===== src/verilog/cpu_cfg_pkg.sv =====
// core configuration
package cpu_cfg_pkg;

  // datapath widths
  localparam int PC_WD        = 64;
  localparam int INST_WD      = 32;
  localparam int SRAM_DATA_WD = 64;

  // instruction memory geometry, one entry per 64-bit word
  localparam int IMEM_DEPTH   = 256;
  localparam int SRAM_ADDR_WD = $clog2(IMEM_DEPTH);

  // vectors with a meaning of their own
  typedef logic [PC_WD-1:0]        pc_t;
  typedef logic [INST_WD-1:0]      inst_t;
  typedef logic [SRAM_ADDR_WD-1:0] sram_addr_t;
  typedef logic [SRAM_DATA_WD-1:0] sram_data_t;

  // first fetched instruction
  localparam pc_t BOOT_PC     = 64'h8000_0000;

  // fs_pc sits one slot below boot in reset
  // so the first sequential nextpc lands on BOOT_PC
  localparam pc_t PC_RESETVAL = BOOT_PC - 64'd4;

endpackage


===== src/verilog/ds_pipe_reg.sv =====
// fetch to decode register
`timescale 1ns/10ps

module ds_pipe_reg (
  input  logic               i_clk,
  input  logic               i_rst,
  // from fetch
  input  logic               i_fs_valid,
  input  cpu_cfg_pkg::pc_t   i_fs_pc,
  input  cpu_cfg_pkg::inst_t i_fs_inst,
  // back-pressure from execute
  input  logic               i_es_allowin,
  output logic               o_ds_allowin,
  // decode stage contents
  output logic               o_ds_valid,
  output cpu_cfg_pkg::pc_t   o_ds_pc,
  output cpu_cfg_pkg::inst_t o_ds_inst
);

  import cpu_cfg_pkg::*;

  logic  ds_valid;
  logic  ds_allowin;
  pc_t   ds_pc;
  inst_t ds_inst;

  // decode's own work fits in one cycle
  // so it frees up whenever execute takes the entry
  assign ds_allowin = ~ds_valid | i_es_allowin;

  // valid bit, cleared by reset
  always_ff @(posedge i_clk) begin
    if (i_rst) begin
      ds_valid <= 1'b0;
    end else if (ds_allowin) begin
      ds_valid <= i_fs_valid;
    end
  end

  // payload only loads with a real instruction
  // holds while execute stalls
  always_ff @(posedge i_clk) begin
    if (i_fs_valid && ds_allowin) begin
      ds_pc   <= i_fs_pc;
      ds_inst <= i_fs_inst;
    end
  end

  assign o_ds_allowin = ds_allowin;
  assign o_ds_valid   = ds_valid;
  assign o_ds_pc      = ds_pc;
  assign o_ds_inst    = ds_inst;

endmodule


===== config.mk =====
export PLATFORM = sky130hd
export DESIGN_NAME = ds_pipe_reg
export DESIGN_NICKNAME = d
export VERILOG_FILES = /design/src/verilog/cpu_cfg_pkg.sv /design/src/verilog/ds_pipe_reg.sv
export SDC_FILE = /design/constraint.sdc
export NUM_CORES = 1
export LEC_CHECK = 0
export ABC_CLOCK_PERIOD_IN_PS = 1950
export BUFFER_PORTS_ARGS = -buffer_cell sky130_fd_sc_hd__clkbuf_2
export CELL_PAD_IN_SITES_DETAIL_PLACEMENT = 1
export CELL_PAD_IN_SITES_GLOBAL_PLACEMENT = 1
export CORE_UTILIZATION = 32
export CTS_CLUSTER_SIZE = 14
export DETAILED_ROUTE_END_ITERATION = 10
export PLACE_DENSITY = 0.76
export SYNTH_ARGS = -nofsm -noshare
export SYNTH_HDL_FRONTEND = slang
export SYNTH_SLANG_ARGS = --single-unit

===== constraint.sdc =====
create_clock -name i_clk -period 1.95 [get_ports i_clk]
set_clock_uncertainty 0.15 [all_clocks]
set_input_delay 0.2925 -clock i_clk [delete_from_list [all_inputs] [get_ports i_clk]]
set_output_delay 0.2925 -clock i_clk [all_outputs]
set_load 0.01 [all_outputs]

==> flow_summary.ini, run 1 <==
[outcome]
status = complete, but fails checks
violations = DRC

[setup_path]
reg2reg_depth = 3
critical_path_arrival_ns = 1.35
crit_path_start_kind = register
setup.worst_path.class = register to register
cp.required_ns = 1.85
rrSetupSlack_ns = 0.50
timing.rr.start = o_ds_valid
cp-end-kind = register
crit_start = o_ds_valid
worstPathMaxFanout = 31
r2r-end = o_ds_pc[22]

[grt]
grt_overflow_total = 0
grt_pass1_wl_microns = 13400
grt_pass1_vias = 2484
grt_max_degree = 32
globalRouteTotalUtil_pct = 19.3
antenna_found_initial = 0

[route]
drtIter0Drc = 81
wl_per_cell_microns = 17.2
via_count = 2233
first_pass_iters = 8
routed_wirelength_microns = 8960
drc = 26
final_antenna_net_count = 0
vias_per_cell = 4.29

[synthesis]
synth_area_sq_mm = 0.00294
yosys.area.top_type_share_pct = 98.1
yosysTopAreaCell = edfxtp_1
syn_inst = 101
synth.area.top_cells = edfxtp_1, dfxtp_1, nand2b_4
avgSynthCellArea_sq_um = 29.1
syn_nets = 201
ys_ff_latch = 97
synth_cell_type_count = 6
seq_area_frac_synth_pct = 98.8
yosys_warnings = 0

[worst_hold_path]
min_to = o_ds_valid
min_path_cells = 3
min_from = i_fs_valid
hp-class = primary input to register

[sta]
tns_ns = 0
holdWs_ns = 0.0268
tightestPinTransition_ns = 0.287
fin_crit_sh_pct = 74.4
fmax_mhz = 690
final_max_slew_viol_count = 0
rsz0062_at_grt = no
fin_crit_ns = 1.45
finalSetupViolCount = 0
hold_viol = 0
slew_headroom_pct = 80.8

[floorplan]
die_width_microns = 97.8
die_area_sq_mm = 0.00957
rows = 34
start_util_pct = 33.4
die_h_microns = 97.8
ios = 198
core_area_sq_mm = 0.00881

[power_and_ir_drop]
swShare_pct = 22.4
total_power_w = 0.00428
clockPowerShare_pct = 30.0
switchingPower_w = 0.000957
powerDensity_mw_per_mm2 = 811
leakagePower_nw = 2.30
comb_power_share_pct = 12.2
pwr-share-seq_pct = 57.8
peakVddDrop_mv = 0.406
p_int_w = 0.00332

[clock_network]
clock_latency_ns = 0.34
tritoncts = built
htree_levels = 3
cts_resized = 0
clkTransAtPathRegs_ns = 0.09
clock_path_buffers = 2
clock-sinks = 97
cts_made_buffers = 9
root_buffer = clkbuf_8

[placed_design]
gp_congestion = 0.681
io_buffer_count = 197
post-place-cells = 409

[final_layout]
n_antenna_cell = 0
final_cells = 521
syn_to_final_growth_pct = 79.6
drive_gt1_share_pct = 52.5
nets = 508

[job]
cap_violations = 0
-- per-stage QoR --
stage / worst slack (ns) / instance area, sq um / utilization (%)
3_5_place_dp: 0.369 / 4120 / 46.8
2_1_floorplan: 0.200 / 2940 / -
3_3_place_gp: 0.408 / 4120 / 46.8
6_report: 0.500 / 5280 / 59.9
4_1_cts: 0.485 / 5280 / 59.9
5_1_grt: 0.449 / 5280 / 59.9
-- Yosys cell counts (all sizes together) --
| library cell | count |
|---|---|
| inv | 1 |
| a21oi | 1 |
| and2 | 1 |
| nand2b | 1 |
| dfxtp | 1 |
| edfxtp | 96 |
-- cell families after synthesis --
| logic type | Yosys count | share of synthesized area [%] |
|---|---|---|
| compound gates | 1 | 0.298 |
| buf+inv | 1 | 0.128 |
| flops | 97 | 98.8 |
| simple gates | 2 | 0.767 |
-- worst max-delay path by stage --
| stage | to | slack (ns) | depth (start not counted) |
|---|---|---|---|
| finish | o_ds_pc[22] | 0.50 | 3 |
| global route | o_ds_pc[3] | 0.45 | 3 |
| CTS | o_ds_pc[3] | 0.48 | 3 |
| detailed placement | o_ds_pc[22] | 0.37 | 4 |
| global placement | o_ds_pc[14] | 0.41 | 4 |
| floorplan | o_ds_inst[0] | 0.20 | 2 |
-- worst max-delay path: stages, from the launching register on --
cell and delay, ns:
dfxtp_1 0.34, nand2b_4 0.08, and2_4 0.33, buf_12 0.24
-- power groups by stage --
stage / Sequential, W / Combinational [W] / Clock (W)
after floorplan: 0.00258 / 0.0000417 / 0
after global placement: 0.00251 / 0.000350 / 0
after detailed placement: 0.00252 / 0.000360 / 0
after CTS: 0.00247 / 0.000512 / 0.00133
after global routing: 0.00249 / 0.000554 / 0.00139
final: 0.00247 / 0.000520 / 0.00129
-- area by class of cell --
class,count,area [sq um]
inverter,1,3.75
timing repair buffer,296,2010
sequential,97,2900
multi-input combinational,3,31.3
tap,108,135
fill,857,3530
clock buffer,10,128
clock inverter,6,67.6
-- layer usage --
metal,track usage (%),wire (microns)
met3,5.80,797
met2,36.1,4850
met5,0,0
met1,20.0,3130
met4,8.04,188
-- sequential cells by signal, indices dropped and copies added (netlist names) --
signal      flops
o_ds_inst      32
o_ds_pc        64
o_ds_valid      1
-- layout by cell type, fill, tap and decap left out --
cell type	Yosys	routed
a21oi_2	1	1
bufinv_16	0	1
clkbuf_8	0	9
clkbuf_2	0	197
inv_1	1	1
clkinv_1	0	1
clkinv_4	0	2
nand2b_4	1	1
inv_6	0	1
dlygate4sd3_1	0	96
and2_4	1	1
dfxtp_1	1	1
clkbuf_1	0	1
edfxtp_1	96	96
clkinvlp_4	0	1
buf_12	0	3
-- what timing repair did --
item	4_1_cts	5_1_grt
hold endpoints to repair	96	0
setup buffers	0	0
hold buffers	96	0
Power figures use the tool's default switching activity.
==> inputs of run 2 (changes only) <==
ABC_CLOCK_PERIOD_IN_PS = 1260   (was 1950)
CORE_UTILIZATION = 29   (was 32)
PLACE_DENSITY = 0.72   (was 0.76)
clock period = 1.26 ns   (was 1.95 ns; I/O delays follow)
==> run 2 against run 1 <==
The run ends with setup timing left. Cell count increased by 6.3%. Clock power grew 80%. Total power rose by 63%. Worst hold slack better by 0.12 ns. First-iteration DRC count fell by 73%. Utilization shrank 4.1 points. Largest power group unchanged.
==> flow_summary.ini, run 2 (synthesis gave the netlist of run 1 again) <==
[final_layout]
mostFrequentLayoutCells = clkbuf_2, dlygate4sd3_1, edfxtp_1
n_antenna_cell = 0
utilization_pct = 55.8
drive_gt1_share_pct = 53.4
largest_reg_flops = 64
nets = 516
final_common_cell = clkbuf_2
syn_to_final_growth_pct = 85.7

[setup_path]
crit_family = flip-flops
cp-end-kind = output port
crit_buf_inv = 2
timing.rr.start = o_ds_valid
slowest_delay_ns = 0.36
worstPathMaxFanout = 2
cp.required_ns = 0.92
reg2reg_depth = 3
crit_start = o_ds_valid
slowest_stage = dfxtp_2
setup.worst_path.class = register to output port
rrSetupSlack_ns = -0.06
critical_path_arrival_ns = 0.98
crit_path_start_kind = register
r2r-end = o_ds_inst[23]
cpMostUsedCell = buf_6
crit_chain = nand2b_4 > buf_6 > buf_6

[route]
first_pass_iters = 4
via_count = 2209
drc = 0
routed_wirelength_microns = 8720
drtIter0Drc = 22
wl_per_cell_microns = 15.7
vias_per_cell = 3.99
final_antenna_net_count = 0

[sta]
fmax_mhz = 757
final_max_slew_viol_count = 0
fin_crit_sh_pct = 105
slew_headroom_pct = 87.8
tightestPinTransition_ns = 0.183
setup_slack_ns = -0.0609
tns_ns = -2.78
rsz0062_at_grt = yes
finalSetupViolCount = 71
fin_crit_ns = 1.32
hold_viol = 0

[worst_hold_path]
min_from = i_es_allowin
hp-class = primary input to register
min_to = o_ds_valid
min_path_cells = 5

[floorplan]
die_h_microns = 103
core_area_sq_mm = 0.00977
die_width_microns = 103
ios = 198
start_util_pct = 30.1
die_area_sq_mm = 0.0105
rows = 36

[clock_network]
htree_levels = 3
root_buffer = clkbuf_8
clkTransAtPathRegs_ns = 0.09
cts_made_buffers = 9
clock_latency_ns = 0.35
clock-sinks = 97
tritoncts = built
clock_path_buffers = 2

[power_and_ir_drop]
peakVddDrop_mv = 0.633
powerDensity_mw_per_mm2 = 1280
leakagePower_nw = 2.38

[outcome]
violations = setup timing
status = complete, but fails checks

[grt]
globalRouteTotalUtil_pct = 16.8
grt_pass1_vias = 2408
antenna_found_initial = 0
grt_max_degree = 34
grt_overflow_total = 0
grt_pass1_wl_microns = 12500

[job]
cap_violations = 0

[placed_design]
gp_congestion = 0.698
io_buffer_count = 197
## run 2: cell types whose count changed in the layout (fill, tap and decap cells not counted), sizes merged
cell / previous run / this run
buf: 3 / 11
bufinv: 1 / 3
clkbuf: 207 / 204
clkinv: 3 / 4
clkinvlp: 1 / 0
dlygate4sd3: 96 / 98
inv: 2 / 1
## run 2: worst max-delay path by stage
stage                   end  cells past startpoint
6_report       o_ds_allowin                      3
5_1_grt        o_ds_allowin                      3
4_1_cts        o_ds_allowin                      3
3_5_place_dp    o_ds_pc[60]                      4
3_3_place_gp    o_ds_pc[60]                      4
2_1_floorplan  o_ds_inst[0]                      2
## run 2: layer usage
layer	routed length, microns	track usage, %	vias up
li1	-	-	1034
met4	186	8.13	0
met5	0	0	-
met3	716	5.08	14
met1	3030	16.7	1038
met2	4790	31.6	123
## run 2: stage by stage
step	instance area [sq um]	hold slack [ns]	total power (W)	worst slack, ns	cells
6_report	5460	0.144	0.00698	-0.0609	554
5_1_grt	5460	0.129	0.00724	-0.113	554
4_1_cts	5450	0.120	0.00707	-0.100	553
3_5_place_dp	4160	0.210	0.00446	-0.0230	435
3_3_place_gp	4160	0.209	0.00443	0.00541	435
2_1_floorplan	2940	0.0941	0.00406	-0.460	101
## run 2: layout make-up
type	count	area [sq um]
clock buffer	9	124
clock inverter	7	109
fill	970	4320
inverter	1	3.75
multi-input combinational	3	31.3
sequential	97	2900
tap	133	166
timing repair buffer	304	2120
## run 2: report_power, final
part / leakage, nW / internal, W / switching (W)
logic: 1.32 / 0.000479 / 0.000361
registers: 0.937 / 0.00377 / 0.0000548
clock network: 0.120 / 0.00130 / 0.00102
## run 2: timing repair
item / in CTS / in global routing
cloned: 2 / 0
gates resized for setup: 3 / 4
setup endpoints to repair: 71 / 113
hold endpoints to repair: 97 / 0
setup buffers: 2 / 2
hold buffers: 98 / 0
## run 2: worst register-to-register path: stages, from the launching register on
cell	delay, ns
dfxtp_2	0.34
nand2b_4	0.07
and2_4	0.22
buf_12	0.22
