File: src/verilog/cpu_cfg_pkg.sv
// core configuration
package cpu_cfg_pkg;

  // datapath widths
  localparam int PC_WD        = 64;
  localparam int INST_WD      = 32;
  localparam int SRAM_DATA_WD = 64;

  // instruction memory geometry, one entry per 64-bit word
  localparam int IMEM_DEPTH   = 256;
  localparam int SRAM_ADDR_WD = $clog2(IMEM_DEPTH);

  // vectors with a meaning of their own
  typedef logic [PC_WD-1:0]        pc_t;
  typedef logic [INST_WD-1:0]      inst_t;
  typedef logic [SRAM_ADDR_WD-1:0] sram_addr_t;
  typedef logic [SRAM_DATA_WD-1:0] sram_data_t;

  // first fetched instruction
  localparam pc_t BOOT_PC     = 64'h8000_0000;

  // fs_pc sits one slot below boot in reset
  // so the first sequential nextpc lands on BOOT_PC
  localparam pc_t PC_RESETVAL = BOOT_PC - 64'd4;

endpackage

File: src/verilog/if_stage.sv
// instruction fetch stage
`timescale 1ns/10ps

module if_stage (
  input  logic                    i_clk,
  input  logic                    i_rst,
  // from decode register
  input  logic                    i_ds_allowin,
  // redirect from decode
  input  logic                    i_br_taken,
  input  cpu_cfg_pkg::pc_t        i_br_target,
  // to decode register
  output logic                    o_fs_valid,
  output cpu_cfg_pkg::pc_t        o_fs_pc,
  output cpu_cfg_pkg::inst_t      o_fs_inst,
  // instruction sram read request
  output logic                    o_inst_sram_ren,
  output cpu_cfg_pkg::sram_addr_t o_inst_sram_addr,
  input  cpu_cfg_pkg::sram_data_t i_inst_sram_rdata
);

  import cpu_cfg_pkg::*;

  // pre-fetch stage
  logic to_fs_valid;
  pc_t  seq_pc;
  pc_t  nextpc;

  // fetch stage
  logic fs_valid;
  logic fs_allowin;
  pc_t  fs_pc;

  // pre-fetch always has a request ready once out of reset
  assign to_fs_valid = ~i_rst;

  // fetch finishes in one cycle, so ready_go is tied high
  // accept when empty, or when decode takes the current one
  assign fs_allowin = ~fs_valid | i_ds_allowin;

  // next pc select
  // redirect wins; the instruction already in fetch is not
  // squashed and goes on as the delay slot
  assign seq_pc = fs_pc + 64'd4;
  assign nextpc = i_br_taken ? i_br_target : seq_pc;

  // fetch valid bit
  always_ff @(posedge i_clk) begin
    if (i_rst) begin
      fs_valid <= 1'b0;
    end else if (fs_allowin) begin
      fs_valid <= to_fs_valid;
    end
  end

  // pc register
  // resets one slot below boot address
  always_ff @(posedge i_clk) begin
    if (i_rst) begin
      fs_pc <= PC_RESETVAL;
    end else if (to_fs_valid && fs_allowin) begin
      fs_pc <= nextpc;
    end
  end

  // read the word for nextpc in the same cycle it is chosen
  // data returns as fs_pc moves to nextpc
  assign o_inst_sram_ren  = to_fs_valid & fs_allowin;
  // word index is pc[10:3]
  assign o_inst_sram_addr = nextpc[SRAM_ADDR_WD+2:3];

  // half select by pc[2]
  // pc[2] clear takes the upper half of the word
  assign o_fs_inst = fs_pc[2] ? i_inst_sram_rdata[INST_WD-1:0]
                              : i_inst_sram_rdata[SRAM_DATA_WD-1:INST_WD];

  // to decode
  assign o_fs_valid = fs_valid;
  assign o_fs_pc    = fs_pc;

endmodule

File: config.mk
export PLATFORM = sky130hd
export DESIGN_NAME = if_stage
export DESIGN_NICKNAME = d
export VERILOG_FILES = /design/src/verilog/cpu_cfg_pkg.sv /design/src/verilog/if_stage.sv
export SDC_FILE = /design/constraint.sdc
export NUM_CORES = 1
export LEC_CHECK = 0
export ABC_AREA = 1
export ABC_CLOCK_PERIOD_IN_PS = 3500
export BUFFER_PORTS_ARGS = -buffer_cell sky130_fd_sc_hd__buf_2
export CORE_MARGIN = 2
export CORE_UTILIZATION = 45
export CTS_CLUSTER_DIAMETER = 150
export DETAILED_ROUTE_END_ITERATION = 7
export PLACE_DENSITY_LB_ADDON = 0.2
export SLEW_MARGIN = 20
export SYNTH_ARGS = -nofsm -noshare
export SYNTH_HDL_FRONTEND = slang
export SYNTH_SLANG_ARGS = --single-unit
File: constraint.sdc
create_clock -name i_clk -period 3.5 [get_ports i_clk]
set_input_delay 0.7 -clock i_clk [delete_from_list [all_inputs] [get_ports i_clk]]
set_output_delay 0.7 -clock i_clk [all_outputs]
set_load 0.02 [all_outputs]
==> metrics.yaml, run 1 <==
detailed_routing:
  detail-route-antenna-nets: 0
  vias_per_cell: 5.08
  avgRoutedWirePerCell_um: 15.1
  top_layer: "met4"
  wl_met2_um: 9790
  first_pass_iters: 5
  wl_um: 19800
  vias: 6673
  drc_errors: 0
  route.met3.wl_um: 1200
  wl_met1_um: 8380
  drtIter0Drc: 423
synth:
  async_flop_share_pct: 0
  synth_cell_type_count: 39
  ys_warn_count: 0
  synth_edf_count: 0
  synth_flop_cell: "dfxtp_1"
  netlist_area_sq_um: 5510
  syn_inst: 952
  synth_seq_cells: 65
  syn_area_per_cell_sq_um: 5.79
  ys_seq_area_share_pct: 23.6
  syn_nets: 1085
global_routing:
  grt_pass1_wl_um: 30200
  grt_max_degree: 96
  overflow: 0
  grt_pass1_vias: 5849
  grtUsageTotal_pct: 29.2
  antenna_found_initial: 0
floorplan:
  start_util_pct: 46.1
  die_h_um: 115
  coreArea_sq_um: 12000
  io_pins: 238
  dieArea_sq_um: 13100
  die_x_um: 115
  num_rows: 40
clock_tree:
  clk_pin_slew_worst_paths_ns: 0.06
  numCtsBuffers: 9
  tritoncts: "built"
  cts_buffer_depth: 2
  cts_root_buffer: "clkbuf_16"
  ctsHoldBuffers: 0
  cts_setup_buffers: 0
  cts_max_level: 3
  clkSinkCount: 65
  clock_latency_ns: 0.34
  cts_resized: 0
placed_design:
  numPortBuffers: 237
  post_dp_cell_area_sq_um: 6730
  dp_hpwl_um: 15100
  place_ws_ns: 1.03
  place.gp.congestion: 0.978
final_layout:
  fill_cells: 1216
  multi_input_area_sq_um: 3730
  final_cell_mix: "nand2_1 (341), buf_2 (237), nor2_1 (149)"
  syn_to_final_growth_pct: 27.8
  drive_above_1_share_pct: 28.5
  final_area_sq_um: 7040
  layout_commonest_cell: "nand2_1"
  fin_util_pct: 58.9
  fin_nets: 1295
  seq_area_sq_um: 1300
  antenna_cells: 0
sta:
  maxSlewHeadroom_pct: 36.3
  worst_slack_ns: 0.870
  max_slew.worst_pin.slew_ns: 0.955
  grt_setup_unrepaired: "no"
  period_needed_ns: 2.63
  final-setup-viol-count: 0
  min_period_over_period_pct: 75.1
  clock_skew_ns: 0.00732
  tns_ns: 0
  hold_violations: 0
  timing.fmax_mhz: 380
  drv_slew: 0
min_path:
  hp-class: "flip-flop to flip-flop"
run:
  cap_violations: 0
setup_path:
  end_kind: "output port"
  crit_type: "flip-flop to output port"
  start_kind: "flip-flop"
  path_max_fanout: 5
  worstPathArrival_ns: 1.93
  required_ns: 2.80
pwr:
  ir_drop_uv: 201
  p_total_mw: 2.70
  power_density_nw_per_um2: 383
  power_leakage_nw: 3.47
status:
  status: "completed"
worst max-delay path: stages, from the launching register on:
cell and delay (ns):
dfxtp_1 0.40, ha_1 0.22, nand2_2 0.10, nor2_8 0.18
nand2_4 0.10, xor2_1 0.15, a21boi_0 0.21, inv_1 0.06
buf_2 0.16
cell usage after synthesis, types with 11 or more instances:
| master | instances | area share (%) |
|---|---|---|
| nand2_1 | 341 | 23 |
| nor2_1 | 149 | 10 |
| dfxtp_1 | 65 | 24 |
| inv_1 | 64 | 4.4 |
| nand3_1 | 61 | 5.5 |
| a21oi_1 | 56 | 5.1 |
| nand2_2 | 23 | 2.6 |
| nand4_1 | 19 | 2.2 |
| clkbuf_1 | 17 | 1.2 |
| o21ai_0 | 15 | 1.4 |
| nor2_2 | 14 | 1.6 |
| nor2_4 | 13 | 2.7 |
| buf_2 | 12 | 1.1 |
| o21ai_1 | 11 | 1.0 |
| xor2_1 | 11 | 1.7 |
flip-flops by register name (all words and copies together), names as in the netlist:
name	count
o_fs_pc	64
o_fs_valid	1
cells by family (layout without fill, tap and decap cells):
| logic type | Yosys count | in the layout | share of synthesized area (%) |
|---|---|---|---|
| buffers and inverters | 114 | 328 | 8.76 |
| AO/OA/AOI/OAI | 102 | 102 | 10.2 |
| adder cells (fa/ha/maj) | 1 | 1 | 0.227 |
| flip-flops | 65 | 65 | 23.6 |
| XOR/XNOR | 21 | 21 | 3.34 |
| AND/OR/NAND/NOR | 649 | 649 | 53.9 |
area by class of cell:
| cell class | instances | share of cell area [%] |
|---|---|---|
| Timing Repair Buffer | 245 | 17.9 |
| Tap cell | 147 | 2.61 |
| Multi-Input combinational cell | 773 | 52.9 |
| Inverter | 68 | 3.66 |
| Sequential cell | 65 | 18.5 |
| Clock buffer | 13 | 3.98 |
| Clock inverter | 2 | 0.497 |
metrics by stage:
stage | hold WS (ns) | instances
3_3_place_gp | 0.458 | 1298
5_1_grt | 0.495 | 1313
2_1_floorplan | 0.543 | 952
6_report | 0.463 | 1313
3_5_place_dp | 0.458 | 1298
4_1_cts | 0.467 | 1313
metal layers:
metal / track usage (%) / vias to the layer above
li1: - / 3441
met1: 36.3 / 2948
met2: 52.3 / 260
met3: 3.12 / 24
met4: 10.2 / 0
met5: 0 / -
report_power, final:
part	internal, mW	switching [mW]
clock network	0.624	0.335
registers	0.798	0.0895
logic	0.290	0.559
total	1.71	0.983
worst paths after layout:
check | start | to | slack [ns] | cells past startpoint
hold / removal | o_fs_pc[63] | o_fs_pc[63] | 0.46 | 2
setup reg to reg | o_fs_valid | o_fs_pc[1] | 1.48 | 8
setup / recovery | o_fs_pc[2] | o_inst_sram_addr[7] | 0.87 | 8
hold reg to reg | o_fs_pc[63] | o_fs_pc[63] | 0.46 | 2
(Power assumes the default switching activity.)
==> run 2, diff against run 1 <==
--- a/config.mk
+++ b/config.mk
@@ -6,10 +6,10 @@
 export NUM_CORES = 1
 export LEC_CHECK = 0
 export ABC_AREA = 1
-export ABC_CLOCK_PERIOD_IN_PS = 3500
+export ABC_CLOCK_PERIOD_IN_PS = 2100
 export BUFFER_PORTS_ARGS = -buffer_cell sky130_fd_sc_hd__buf_2
 export CORE_MARGIN = 2
-export CORE_UTILIZATION = 45
+export CORE_UTILIZATION = 44
 export CTS_CLUSTER_DIAMETER = 150
 export DETAILED_ROUTE_END_ITERATION = 7
 export PLACE_DENSITY_LB_ADDON = 0.2
==> constraint.sdc (replaced) <==
create_clock -name i_clk -period 2.1 [get_ports i_clk]
set_input_delay 0.42 -clock i_clk [delete_from_list [all_inputs] [get_ports i_clk]]
set_output_delay 0.42 -clock i_clk [all_outputs]
set_load 0.02 [all_outputs]
==> run 2 against run 1 <==
  * Register-to-register slack worse by 1.4 ns
  * Final cell count is 3.2% higher
  * Non-clock buffer count rose by 20
  * Critical endpoint unchanged
  * Largest power group unchanged
==> metrics.yaml, run 2 (synthesis results as in run 1) <==
global_routing:
  grtUsageTotal_pct: 30.2  # was 29.2%
  grt_pass1_wl_um: 31200  # was 30,200 um
  antenna_found_initial: 0  # unchanged
  grt_pass1_vias: 6089  # was 5,849
  grt_max_degree: 58  # was 96
  overflow: 0  # unchanged
sta:
  min_period_over_period_pct: 98.5
  max_slew.worst_pin.slew_ns: 0.577  # was 0.955 ns
  clock_skew_ns: 0.00746  # was 0.00732 ns
  holdWs_ns: 0.283  # was 0.463 ns
  final-setup-viol-count: 0  # unchanged
  drv_slew: 0  # unchanged
  maxSlewHeadroom_pct: 61.5  # was 36.3%
  timing.fmax_mhz: 483
  grt_setup_unrepaired: "yes"  # was no
  hold_violations: 0  # unchanged
  tns_ns: 0  # unchanged
  period_needed_ns: 2.07
final_layout:
  seq_area_sq_um: 1310  # was 1300 sq um
  fin_nets: 1315  # was 1,295
  antenna_cells: 0  # unchanged
  multi_input_area_sq_um: 3760  # was 3730 sq um
  largest_reg_flops: 64  # unchanged
  fill_cells: 1263  # was 1,216
  drive_above_1_share_pct: 30.2  # was 28.5%
  syn_to_final_growth_pct: 33.1  # was 27.8%
  layout_commonest_cell: "nand2_1"  # unchanged
  final_cell_mix: "nand2_1 (341), buf_2 (233), nor2_1 (148)"  # was nand2_1 (341), buf_2 (237), nor2_1 (149)
  final_area_sq_um: 7330  # was 7040 sq um
placed_design:
  post_dp_cell_area_sq_um: 6810  # was 6730 sq um
  numPortBuffers: 237  # unchanged
  dp_hpwl_um: 16100  # was 15,100 um
  place.gp.congestion: 1.04  # was 0.978
detailed_routing:
  vias_per_cell: 5.15  # was 5.08
  avgRoutedWirePerCell_um: 15.5  # was 15.1 um
  wl_um: 21000  # was 19,800 um
  drtIter0Drc: 483  # was 423
  drc_errors: 0  # unchanged
  detail-route-antenna-nets: 0  # unchanged
  vias: 6979  # was 6,673
  first_pass_iters: 5  # unchanged
clock_tree:
  ctsHoldBuffers: 0  # unchanged
  tritoncts: "built"  # unchanged
  clkSinkCount: 65  # unchanged
  cts_max_level: 3  # unchanged
  cts_buffer_depth: 2  # unchanged
  numCtsBuffers: 9  # unchanged
  clock_latency_ns: 0.34  # about the same
  cts_root_buffer: "clkbuf_16"  # unchanged
  clk_pin_slew_worst_paths_ns: 0.05  # was 0.06 ns
setup_path:
  crit_type: "flip-flop to output port"  # unchanged
  worstPathArrival_ns: 1.65  # was 1.93 ns
  end_kind: "output port"  # unchanged
  start_kind: "flip-flop"  # unchanged
  path_max_fanout: 4  # was 5
  required_ns: 1.68  # was 2.80 ns
floorplan:
  dieArea_sq_um: 13400  # was 13,100 sq um
  coreArea_sq_um: 12100  # was 12,000 sq um
  num_rows: 40  # unchanged
  die_x_um: 116  # was 115 um
  io_pins: 238  # unchanged
  start_util_pct: 45.5  # was 46.1%
  die_h_um: 116  # was 115 um
status:
  status: "completed"  # unchanged
pwr:
  p_total_mw: 4.60  # was 2.70 mW
  ir_drop_uv: 438  # was 201 uV
  power_density_nw_per_um2: 628  # was 383 nW/um^2
  power_leakage_nw: 3.61  # was 3.47 nW
run:
  cap_violations: 0  # unchanged
min_path:
  hp-class: "input pin to flip-flop"  # was flip-flop to flip-flop
==> run 2: power by group <==
part / total (mW) / internal (mW) / leakage, nW / switching, mW
clock: 1.57 / 1.01 / 0.153 / 0.556
sequential: 1.48 / 1.33 / 0.538 / 0.153
combinational: 1.55 / 0.568 / 2.92 / 0.980
==> run 2: final timing paths <==
kind | from | to | slack [ns] | cells after the start
worst max-delay path | o_fs_pc[2] | o_inst_sram_addr[7] | 0.03 | 8
worst min-delay path | i_br_target[1] | o_fs_pc[1] | 0.28 | 3
worst max register to register | o_fs_pc[2] | o_fs_pc[60] | 0.12 | 12
worst min register to register | o_fs_pc[1] | o_fs_pc[1] | 0.48 | 2
==> run 2: area by class of cell <==
class	count	area share [%]
clock buffer	14	3.74
timing repair buffer	265	20.2
inverter	68	3.51
sequential	65	17.9
tap	168	2.87
multi-input combinational	773	51.3
clock inverter	2	0.478
==> run 2: timing repair <==
item,CTS,global route
gates cloned,1,0
pin swaps,4,7
resized for setup,19,11
setup buffers,4,8
endpoints found under the setup margin,12,11
==> run 2: worst max-delay path: stages (launching register included) <==
cell	delay (ns)
dfxtp_4	0.37
ha_4	0.15
nand2_4	0.06
nor2_8	0.14
nand2_4	0.07
xor2_1	0.14
a21boi_1	0.17
inv_1	0.07
buf_6	0.13
==> run 2: per-layer routing <==
layer | wire, um | global-route usage (%)
met1 | 8310 | 36.6
met2 | 10000 | 51.5
met3 | 2100 | 6.85
met4 | 639 | 12.5
met5 | 0 | 0
==> run 2: metrics by stage <==
step	instances	setup slack, ns	util, %
final	1355	0.0314	60.5
after global routing	1355	-0.0334	60.5
after CTS	1347	-0.0277	59.8
after detailed placement	1326	0.0911	56.2
after global placement	1326	0.148	56.2
after floorplan	952	0.0603	-
