[config.mk]
export PLATFORM = sky130hd
export DESIGN_NAME = id_branch_unit
export DESIGN_NICKNAME = d
export VERILOG_FILES = /design/src/verilog/cpu_cfg_pkg.sv /design/src/verilog/rv_isa_pkg.sv /design/src/verilog/id_branch_unit.sv
export SDC_FILE = /design/constraint.sdc
export NUM_CORES = 1
export LEC_CHECK = 0
export ABC_AREA = 1
export BUFFER_PORTS_ARGS = -buffer_cell sky130_fd_sc_hd__buf_2
export CAP_MARGIN = 20
export CORE_UTILIZATION = 26
export DETAILED_ROUTE_END_ITERATION = 8
export GPL_TIMING_DRIVEN = 0
export PLACE_DENSITY = 0.46
export SYNTH_ARGS = -nofsm -noshare
export SYNTH_HDL_FRONTEND = slang
export SYNTH_SLANG_ARGS = --single-unit
[constraint.sdc]
create_clock -name vclk -period 2.6
set_input_delay 0.26 -clock vclk [all_inputs]
set_output_delay 0.26 -clock vclk [all_outputs]
set_load 0.02 [all_outputs]
[src/verilog/cpu_cfg_pkg.sv]
// core configuration
package cpu_cfg_pkg;

  // datapath widths
  localparam int PC_WD        = 64;
  localparam int INST_WD      = 32;
  localparam int SRAM_DATA_WD = 64;

  // instruction memory geometry, one entry per 64-bit word
  localparam int IMEM_DEPTH   = 256;
  localparam int SRAM_ADDR_WD = $clog2(IMEM_DEPTH);

  // vectors with a meaning of their own
  typedef logic [PC_WD-1:0]        pc_t;
  typedef logic [INST_WD-1:0]      inst_t;
  typedef logic [SRAM_ADDR_WD-1:0] sram_addr_t;
  typedef logic [SRAM_DATA_WD-1:0] sram_data_t;

  // first fetched instruction
  localparam pc_t BOOT_PC     = 64'h8000_0000;

  // fs_pc sits one slot below boot in reset
  // so the first sequential nextpc lands on BOOT_PC
  localparam pc_t PC_RESETVAL = BOOT_PC - 64'd4;

endpackage

[src/verilog/rv_isa_pkg.sv]
// rv64 decode fields
package rv_isa_pkg;

  // major opcode field, inst[6:0]
  localparam int OPCODE_LO = 0;
  localparam int OPCODE_HI = 6;

  // opcode field vector
  typedef logic [OPCODE_HI-OPCODE_LO:0] opcode_t;

  // jump and link, J-type encoding
  // imm[20|10:1|11|19:12] sits in inst[31:12]
  // rd in inst[11:7], unused by this front end
  localparam opcode_t OPCODE_JAL = 7'b110_1111;

endpackage

[src/verilog/id_branch_unit.sv]
// decode jal redirect
`timescale 1ns/10ps

module id_branch_unit (
  // decode stage contents
  input  logic               i_ds_valid,
  input  cpu_cfg_pkg::pc_t   i_ds_pc,
  input  cpu_cfg_pkg::inst_t i_ds_inst,
  // departure qualifier
  input  logic               i_es_allowin,
  // redirect to fetch
  output logic               o_br_taken,
  output cpu_cfg_pkg::pc_t   o_br_target,
  // decode flag
  output logic               o_is_jal
);

  import cpu_cfg_pkg::*;
  import rv_isa_pkg::*;

  opcode_t     opcode;
  logic        is_jal;
  // J-type immediate, 21 bits with bit 0 always zero
  logic [20:0] j_imm;
  pc_t         j_offset;
  pc_t         jal_target;

  // opcode field
  assign opcode = i_ds_inst[OPCODE_HI:OPCODE_LO];

  // only a live decode entry counts
  assign is_jal = i_ds_valid & (opcode == OPCODE_JAL);

  // unscramble imm[20|10:1|11|19:12]
  assign j_imm = {
    i_ds_inst[31],
    i_ds_inst[19:12],
    i_ds_inst[20],
    i_ds_inst[30:21],
    1'b0
  };

  // sign extend up to pc width
  assign j_offset = {{(PC_WD-21){j_imm[20]}}, j_imm};

  // pc relative target
  assign jal_target = i_ds_pc + j_offset;

  // redirect fires only as the jal leaves decode
  // a stalled jal waits here and fires once on the way out
  assign o_br_taken  = is_jal & i_es_allowin;
  assign o_br_target = jal_target;

  // jal marker for later stages
  assign o_is_jal = is_jal;

endmodule

==> results of run 1 <==
Yosys cell counts (all sizes together), types with 2 or more instances:
cell type	instances
a21oi	40
inv	305
nor4	2
nand3	59
nand2	597
xor2	31
o21bai	6
o21ai	2
nor2	117
nor3	15
nand4	16
ha	62
power by group:
group | leakage, nW | switching [mW] | total, mW | internal [mW]
registers | 0 | 0 | 0 | 0
clock network | 0 | 0 | 0 | 0
logic | 4.77 | 1.27 | 1.91 | 0.635
total | 4.77 | 1.27 | 1.91 | 0.635
final timing paths:
| kind | depth (start not counted) | endpoint | from | slack [ns] |
|---|---|---|---|---|
| max | 13 | o_br_target[53] | i_ds_inst[31] | 0.18 |
| min | 2 | o_br_target[0] | i_ds_pc[0] | 0.74 |
kinds of logic after synthesis:
family / after synthesis / share of synthesized area
fa+ha+maj: 63 / 0.137
xor+xnor: 32 / 0.0483
buf+inv: 306 / 0.199
compound gates: 48 / 0.0440
simple gates: 807 / 0.572
critical path, cell delays in order:
cell and delay (ns):
buf_12 0.17, ha_1 0.47, nand2_1 0.16, nor2_1 0.22, inv_1 0.06, nor2_1 0.15, nand2_1 0.09, nor2_1 0.11
nand2_1 0.08, nand3_1 0.07, nand2_1 0.05, nand2_1 0.08, buf_2 0.17
repair_timing:
action                                  4_1_cts  5_1_grt
resized for setup                             4       46
buffers inserted                              0        2
pin swaps                                     0        1
endpoints found under the setup margin       43       33
cloned                                        0        0
per-stage QoR:
stage           util  hold slack (ns)  instance area, sq um  std cells
2_1_floorplan      -            0.633                  5800       1256
3_3_place_gp   0.318            0.738                  6940       1694
3_5_place_dp   0.318            0.740                  6940       1694
4_1_cts        0.319            0.741                  6950       1694
5_1_grt        0.328            0.747                  7160       1696
6_report       0.328            0.740                  7160       1696
layer usage:
layer	share of wire	routed length (um)	vias up
met5	0	0	-
met4	0.017	373	0
met3	0.023	527	18
met2	0.44	9910	92
met1	0.52	11800	3107
li1	-	-	4033
layout make-up:
type / instances / share of cell area
timing repair buffer: 160 / 0.115
inverter: 305 / 0.160
tap: 280 / 0.0489
multi-input combinational: 950 / 0.675
buffer: 1 / 0.00105
==> impl_metrics.json, run 1 <==
{
  "status": "complete, no violations",
  "wl_um": 22600,
  "total_power_mw": 1.91,
  "rows": 54,
  "hpwl_um": 20700,
  "track_usage": 0.195,
  "hold_violations": 0,
  "drc": 0,
  "vias_per_cell": 4.27,
  "fin_ws_ns": 0.177,
  "met2_usage": 0.321,
  "setup_viol": 0,
  "layout-drive-gt1-share": 0.170,
  "synth_cells": 1256,
  "io_buffer_count": 158,
  "num_antenna_cells": 0,
  "power_leakage_nw": 4.77,
  "ant_nets": 0,
  "flops_and_latches": 0,
  "core_sq_mm": 0.0218,
  "cp-start-kind": "input pin",
  "gp_congestion": 0.893,
  "slew_violations": 0,
  "worst_ep_required_time_ns": 2.34,
  "ff_latch_area_sq_um": 0,
  "top_usage_layer": "met2",
  "grt_pass1_vias": 6564,
  "clock_buffers": 0,
  "nets": 1579,
  "area_growth_syn_to_layout_pct": 23.5,
  "multi_input_area_sq_mm": 0.00483,
  "netlist.area_leader.share": 0.377,
  "final_common_cell": "nand2_1",
  "drt-initial-drc-count": 383,
  "layout_common_cells": "nand2_1, inv_1, buf_2",
  "wl_per_cell_um": 13.3,
  "relSlewSlack": 0.729,
  "ios": 164,
  "dr.pass1.iters": 5,
  "initial_core_util": 0.266,
  "crit_fanout": 44,
  "grt_pass1_wl_um": 34000,
  "grt_overflow_total": 0,
  "final.fill_count": 2653,
  "ys_types": 22,
  "die_x_um": 151,
  "synthTopCellsByArea": "nand2_1, inv_1, ha_1, nor2_1, xor2_1",
  "ctsHoldBuffers": 0,
  "drv_cap": 0,
  "worst_pin_slew_ns": 0.402,
  "synth_seq_area_share": 0,
  "synth_nets": 1417,
  "synth.largest_area_cell": "nand2_1",
  "fp.dieH_um": 151,
  "grt_max_degree": 45,
  "cp.arrival_ns": 2.16,
  "use_met1": 0.285,
  "fmax_ghz": 0.413,
  "rsz0062_at_grt": "true",
  "dp_worst_setup_slack_ns": -0.353,
  "netlist_area_sq_mm": 0.00580,
  "syn_avg_cell_area_sq_um": 4.62,
  "fin_crit_ns": 2.42,
  "die_area_sq_mm": 0.0229,
  "num_vias": 7250,
  "yosysWarnings": 0,
  "hold_path.class": "in -> out",
  "tns_ns": 0,
  "use_met3": 0.00602,
  "power.density_mw_per_mm2": 266,
  "end_kind": "output port",
  "path_class": "in -> out",
  "irDropWorstVdd_mv": 0.115,
  "period_share": 0.932,
  "antenna_found_initial": 0
}
Note: power is estimated with default switching activity, not from simulation.
==> run 2, diff against run 1 <==
--- a/config.mk
+++ b/config.mk
@@ -12,5 +12,5 @@
 export DETAILED_ROUTE_END_ITERATION = 8
 export GPL_TIMING_DRIVEN = 0
-export PLACE_DENSITY = 0.46
+export PLACE_DENSITY = 0.47
 export SYNTH_ARGS = -nofsm -noshare
 export SYNTH_HDL_FRONTEND = slang
==> constraint.sdc (replaced) <==
create_clock -name vclk -period 2.6
set_input_delay 0.26 -clock vclk [all_inputs]
set_output_delay 0.26 -clock vclk [all_outputs]
set_load 0.01 [all_outputs]
==> run 2 against run 1 <==
Sequential share of layout area did not move. Final area fell by 1.9%. Non-clock buffer count fell by 2. Via count rose by 2.6%. Fmax fell by 1.2%. Cell count fell by 0.12%. Combinational power fell by 9.9%. Count of clock-buffer cells in the layout did not move. Largest cell class unchanged.
==> impl_metrics.json, run 2 (synthesis gave the netlist of run 1 again) <==
{
  "status": "complete, no violations",
  "path_class": "in -> out",
  "p_int_mw": 0.610,
  "tns_ns": 0,
  "drv_cap": 0,
  "slew_violations": 0,
  "gp_congestion": 0.947,
  "rsz0062_at_grt": "false",
  "wl_per_cell_um": 13.2,
  "met2_usage": 0.328,
  "combPwrFrac": 1.000,
  "dpl_cell_area_sq_mm": 0.00694,
  "use_met3": 0.00633,
  "layout_common_cells": "nand2_1, inv_1, buf_2",
  "power.density_mw_per_mm2": 244,
  "worst_ep_required_time_ns": 2.34,
  "total_power_mw": 1.72,
  "irDropWorstVdd_mv": 0.0577,
  "fmax_ghz": 0.408,
  "seqPwrFrac": 0,
  "hpwl_um": 20500,
  "flops_and_latches": 0,
  "drc": 0,
  "drt-initial-drc-count": 429,
  "hold_path.class": "in -> out",
  "num_vias": 7438,
  "die_x_um": 151,
  "ant_nets": 0,
  "period_share": 0.943,
  "die_area_sq_mm": 0.0229,
  "fin_ws_ns": 0.149,
  "core_sq_mm": 0.0218,
  "fin_crit_ns": 2.45,
  "fp.dieH_um": 151,
  "crit_fanout": 4,
  "rows": 54,
  "io_buffer_count": 158,
  "area_growth_syn_to_layout_pct": 21.2,
  "hold_violations": 0,
  "worst_pin_slew_ns": 0.416,
  "clkPwrFrac": 0,
  "grt_pass1_vias": 6747,
  "use_met1": 0.279,
  "power_leakage_nw": 4.75,
  "clock_buffers": 0,
  "nets": 1577,
  "wl_um": 22400,
  "fin_area_sq_mm": 0.00702,
  "swShare": 0.644,
  "grt_pass1_wl_um": 34300,
  "fin_util": 0.322,
  "layout-drive-gt1-share": 0.160,
  "num_antenna_cells": 0,
  "relSlewSlack": 0.720,
  "p_switching_mw": 1.11,
  "end_kind": "output port",
  "grt_max_degree": 45,
  "ios": 164,
  "antenna_found_initial": 0,
  "dr.pass1.iters": 7,
  "setup_viol": 0,
  "grt_overflow_total": 0,
  "ff_latch_area_sq_um": 0,
  "dp_worst_setup_slack_ns": -0.293,
  "top_usage_layer": "met2",
  "cp-start-kind": "input pin",
  "cp.arrival_ns": 2.19,
  "vias_per_cell": 4.39,
  "final_common_cell": "nand2_1",
  "initial_core_util": 0.266,
  "track_usage": 0.195
}
## run 2: cell types whose count changed in the layout (fill, tap and decap cells not counted), sizes merged
cell,before,now
buf,161,159
## run 2: power groups by stage
stage                     Clock [mW]  Combinational [mW]  Sequential, mW
final                              0                1.72               0
after global routing               0                1.94               0
after CTS                          0                1.71               0
after detailed placement           0                1.70               0
after global placement             0                1.69               0
after floorplan                    0                1.08               0
## run 2: metrics by stage
stage	hold slack [ns]	std cells
after floorplan	0.612	1256
after global placement	0.705	1694
after detailed placement	0.707	1694
after CTS	0.709	1694
after global routing	0.720	1694
final	0.707	1694
## run 2: final timing paths
| check | from | depth (start not counted) | end |
|---|---|---|---|
| setup / recovery | i_ds_pc[1] | 16 | o_br_target[61] |
| hold / removal | i_ds_pc[0] | 2 | o_br_target[0] |
## run 2: layout make-up
cell class	instances	area, sq um
repair buffers	158	806
inverters	305	1140
fillers	2606	14800
well taps	280	350
multi-input cells	950	4710
plain buffers	1	7.51
## run 2: critical path, cell delays in order
cell     delay [ns]
buf_2          0.10
ha_1           0.23
fa_2           0.40
nand3_1        0.11
nand3_2        0.14
nand2_1        0.11
nand2_2        0.09
nand2_1        0.07
nand2_1        0.11
nand2_1        0.10
nand2_2        0.10
nand2_1        0.10
nand2_1        0.05
nand2_1        0.06
nand2_1        0.04
buf_2          0.13
## run 2: layer usage
layer / wire [um] / vias up / part of all wire
li1: - / 4031 / -
met1: 11300 / 3273 / 0.50
met2: 10100 / 116 / 0.45
met3: 689 / 18 / 0.031
met4: 359 / 0 / 0.016
met5: 0 / - / 0
## run 2: what timing repair did
item,in CTS,in global routing
gates resized for setup,4,25
hold buffers,0,0
setup endpoints to repair,43,27
buffers inserted,0,0
==> run 3, diff against run 2 <==
- CORE_ASPECT_RATIO: unset -> 1.1
==> run 3 against run 2 <==
Via count shrank 1.9%. Flip-flop and latch count did not move. Routed wire length rose by 0.53%. Die area is essentially flat. Setup slack better by 0.011 ns. Critical path depth decreased by 3. Power down 1.1%. Highest routed layer unchanged.
==> impl_metrics.json, run 3 (synthesis gave the netlist of run 1 again) <==
{
  "irDropWorstVdd_mv": 0.110,
  "combPwrFrac": 1.000,
  "cp.arrival_ns": 2.18,
  "worst_ep_required_time_ns": 2.34,
  "p_int_mw": 0.604,
  "rsz0062_at_grt": "true",
  "die_area_sq_mm": 0.0229,
  "power_leakage_nw": 4.79,
  "path_class": "in -> out",
  "seqPwrFrac": 0,
  "slew_violations": 0,
  "power.density_mw_per_mm2": 242,
  "fin_crit_ns": 2.44,
  "crit_start": "i_ds_inst[31]",
  "rows": 56,
  "swShare": 0.644,
  "dpl_cell_area_sq_mm": 0.00695,
  "hold_violations": 0,
  "drv_cap": 0,
  "hold_depth": 2,
  "track_usage": 0.193,
  "tns_ns": 0,
  "crit_chain": "buf_8 -> ha_2 -> nand2_1 -> inv_1 -> nand2_1 -> nand2_1 -> a21oi_1 -> nand3_2 -> nand2_1 -> nand3_1 -> nand2_1 -> nand2_1 -> buf_2",
  "ff_latch_area_sq_um": 0,
  "fmax_ghz": 0.410,
  "vias_per_cell": 4.28,
  "crit_fanout": 44,
  "clock_buffers": 0,
  "layout-drive-gt1-share": 0.155,
  "hpwl_um": 20700,
  "p_switching_mw": 1.09,
  "total_power_mw": 1.70,
  "die_x_um": 144,
  "ant_nets": 0,
  "final_common_cell": "nand2_1",
  "drc": 0,
  "area_growth_syn_to_layout_pct": 21.1,
  "num_antenna_cells": 0,
  "num_vias": 7297,
  "fp.dieH_um": 159,
  "min_to": "o_br_target[0]",
  "worst_pin_slew_ns": 0.315,
  "period_share": 0.939,
  "dr.pass1.iters": 6,
  "grt_overflow_total": 0,
  "wl_um": 22600,
  "cpMostUsedCell": "nand2_1",
  "relSlewSlack": 0.789,
  "slowest_stage": "ha_2",
  "grt_pass1_vias": 6731,
  "status": "complete, no violations",
  "fin_area_sq_mm": 0.00702,
  "antenna_found_initial": 0,
  "grt_pass1_wl_um": 33900,
  "ios": 164,
  "initial_core_util": 0.269,
  "end_kind": "output port",
  "wl_per_cell_um": 13.2,
  "gp_congestion": 0.967,
  "core_sq_mm": 0.0216,
  "layout_common_cells": "nand2_1, inv_1, buf_2",
  "clkPwrFrac": 0,
  "io_buffer_count": 158,
  "setup_viol": 0,
  "cp-start-kind": "input pin",
  "hold_path.class": "in -> out",
  "min_from": "i_ds_pc[0]",
  "nets": 1579,
  "flops_and_latches": 0,
  "grt_max_degree": 45,
  "slowest_delay_ns": 0.39,
  "drt-initial-drc-count": 245
}
## run 3: area by class of cell
class / instances / area (sq um)
inverter: 305 / 1140
fill: 2684 / 14600
multi-input combinational: 950 / 4690
tap: 290 / 363
buffer: 1 / 7.51
timing repair buffer: 160 / 816
## run 3: power groups by stage
| stage | Sequential (mW) | Combinational (mW) | Clock [mW] |
|---|---|---|---|
| 6_report | 0 | 1.70 | 0 |
| 5_1_grt | 0 | 1.92 | 0 |
| 4_1_cts | 0 | 1.71 | 0 |
| 3_5_place_dp | 0 | 1.71 | 0 |
| 3_3_place_gp | 0 | 1.70 | 0 |
| 2_1_floorplan | 0 | 1.08 | 0 |
## run 3: timing repair
item / CTS / global route
pin swaps: 0 / 1
setup buffers: 0 / 2
resized for setup: 2 / 17
endpoints found under the setup margin: 43 / 26
cloned: 0 / 0
hold buffers: 0 / 0
## run 3: how the worst max path moves through the flow
stage | to
after floorplan | o_br_target[61]
after global placement | o_br_target[57]
after detailed placement | o_br_target[57]
after CTS | o_br_target[57]
after global routing | o_br_target[59]
final | o_br_target[56]
## run 3: per-stage QoR
step	setup WS [ns]	utilization	std cells	hold WS [ns]
after floorplan	0.620	-	1256	0.612
after global placement	-0.344	0.322	1704	0.705
after detailed placement	-0.374	0.322	1704	0.705
after CTS	0.0649	0.322	1704	0.705
after global routing	-0.0156	0.325	1706	0.711
final	0.160	0.325	1706	0.703
## run 3: critical path: cells and delay by family
family | cells | cell delay (ns)
adder cells (fa/ha/maj) | 1 | 0.39
buffers and inverters | 3 | 0.47
AND/OR/NAND/NOR | 8 | 0.78
AO/OA/AOI/OAI | 1 | 0.25
## run 3: metal layers
| layer | global-route usage | wire length (um) |
|---|---|---|
| met3 | 0.00271 | 906 |
| met2 | 0.375 | 11100 |
| met1 | 0.243 | 10300 |
| met4 | 0.0190 | 197 |
| met5 | 0 | 0 |
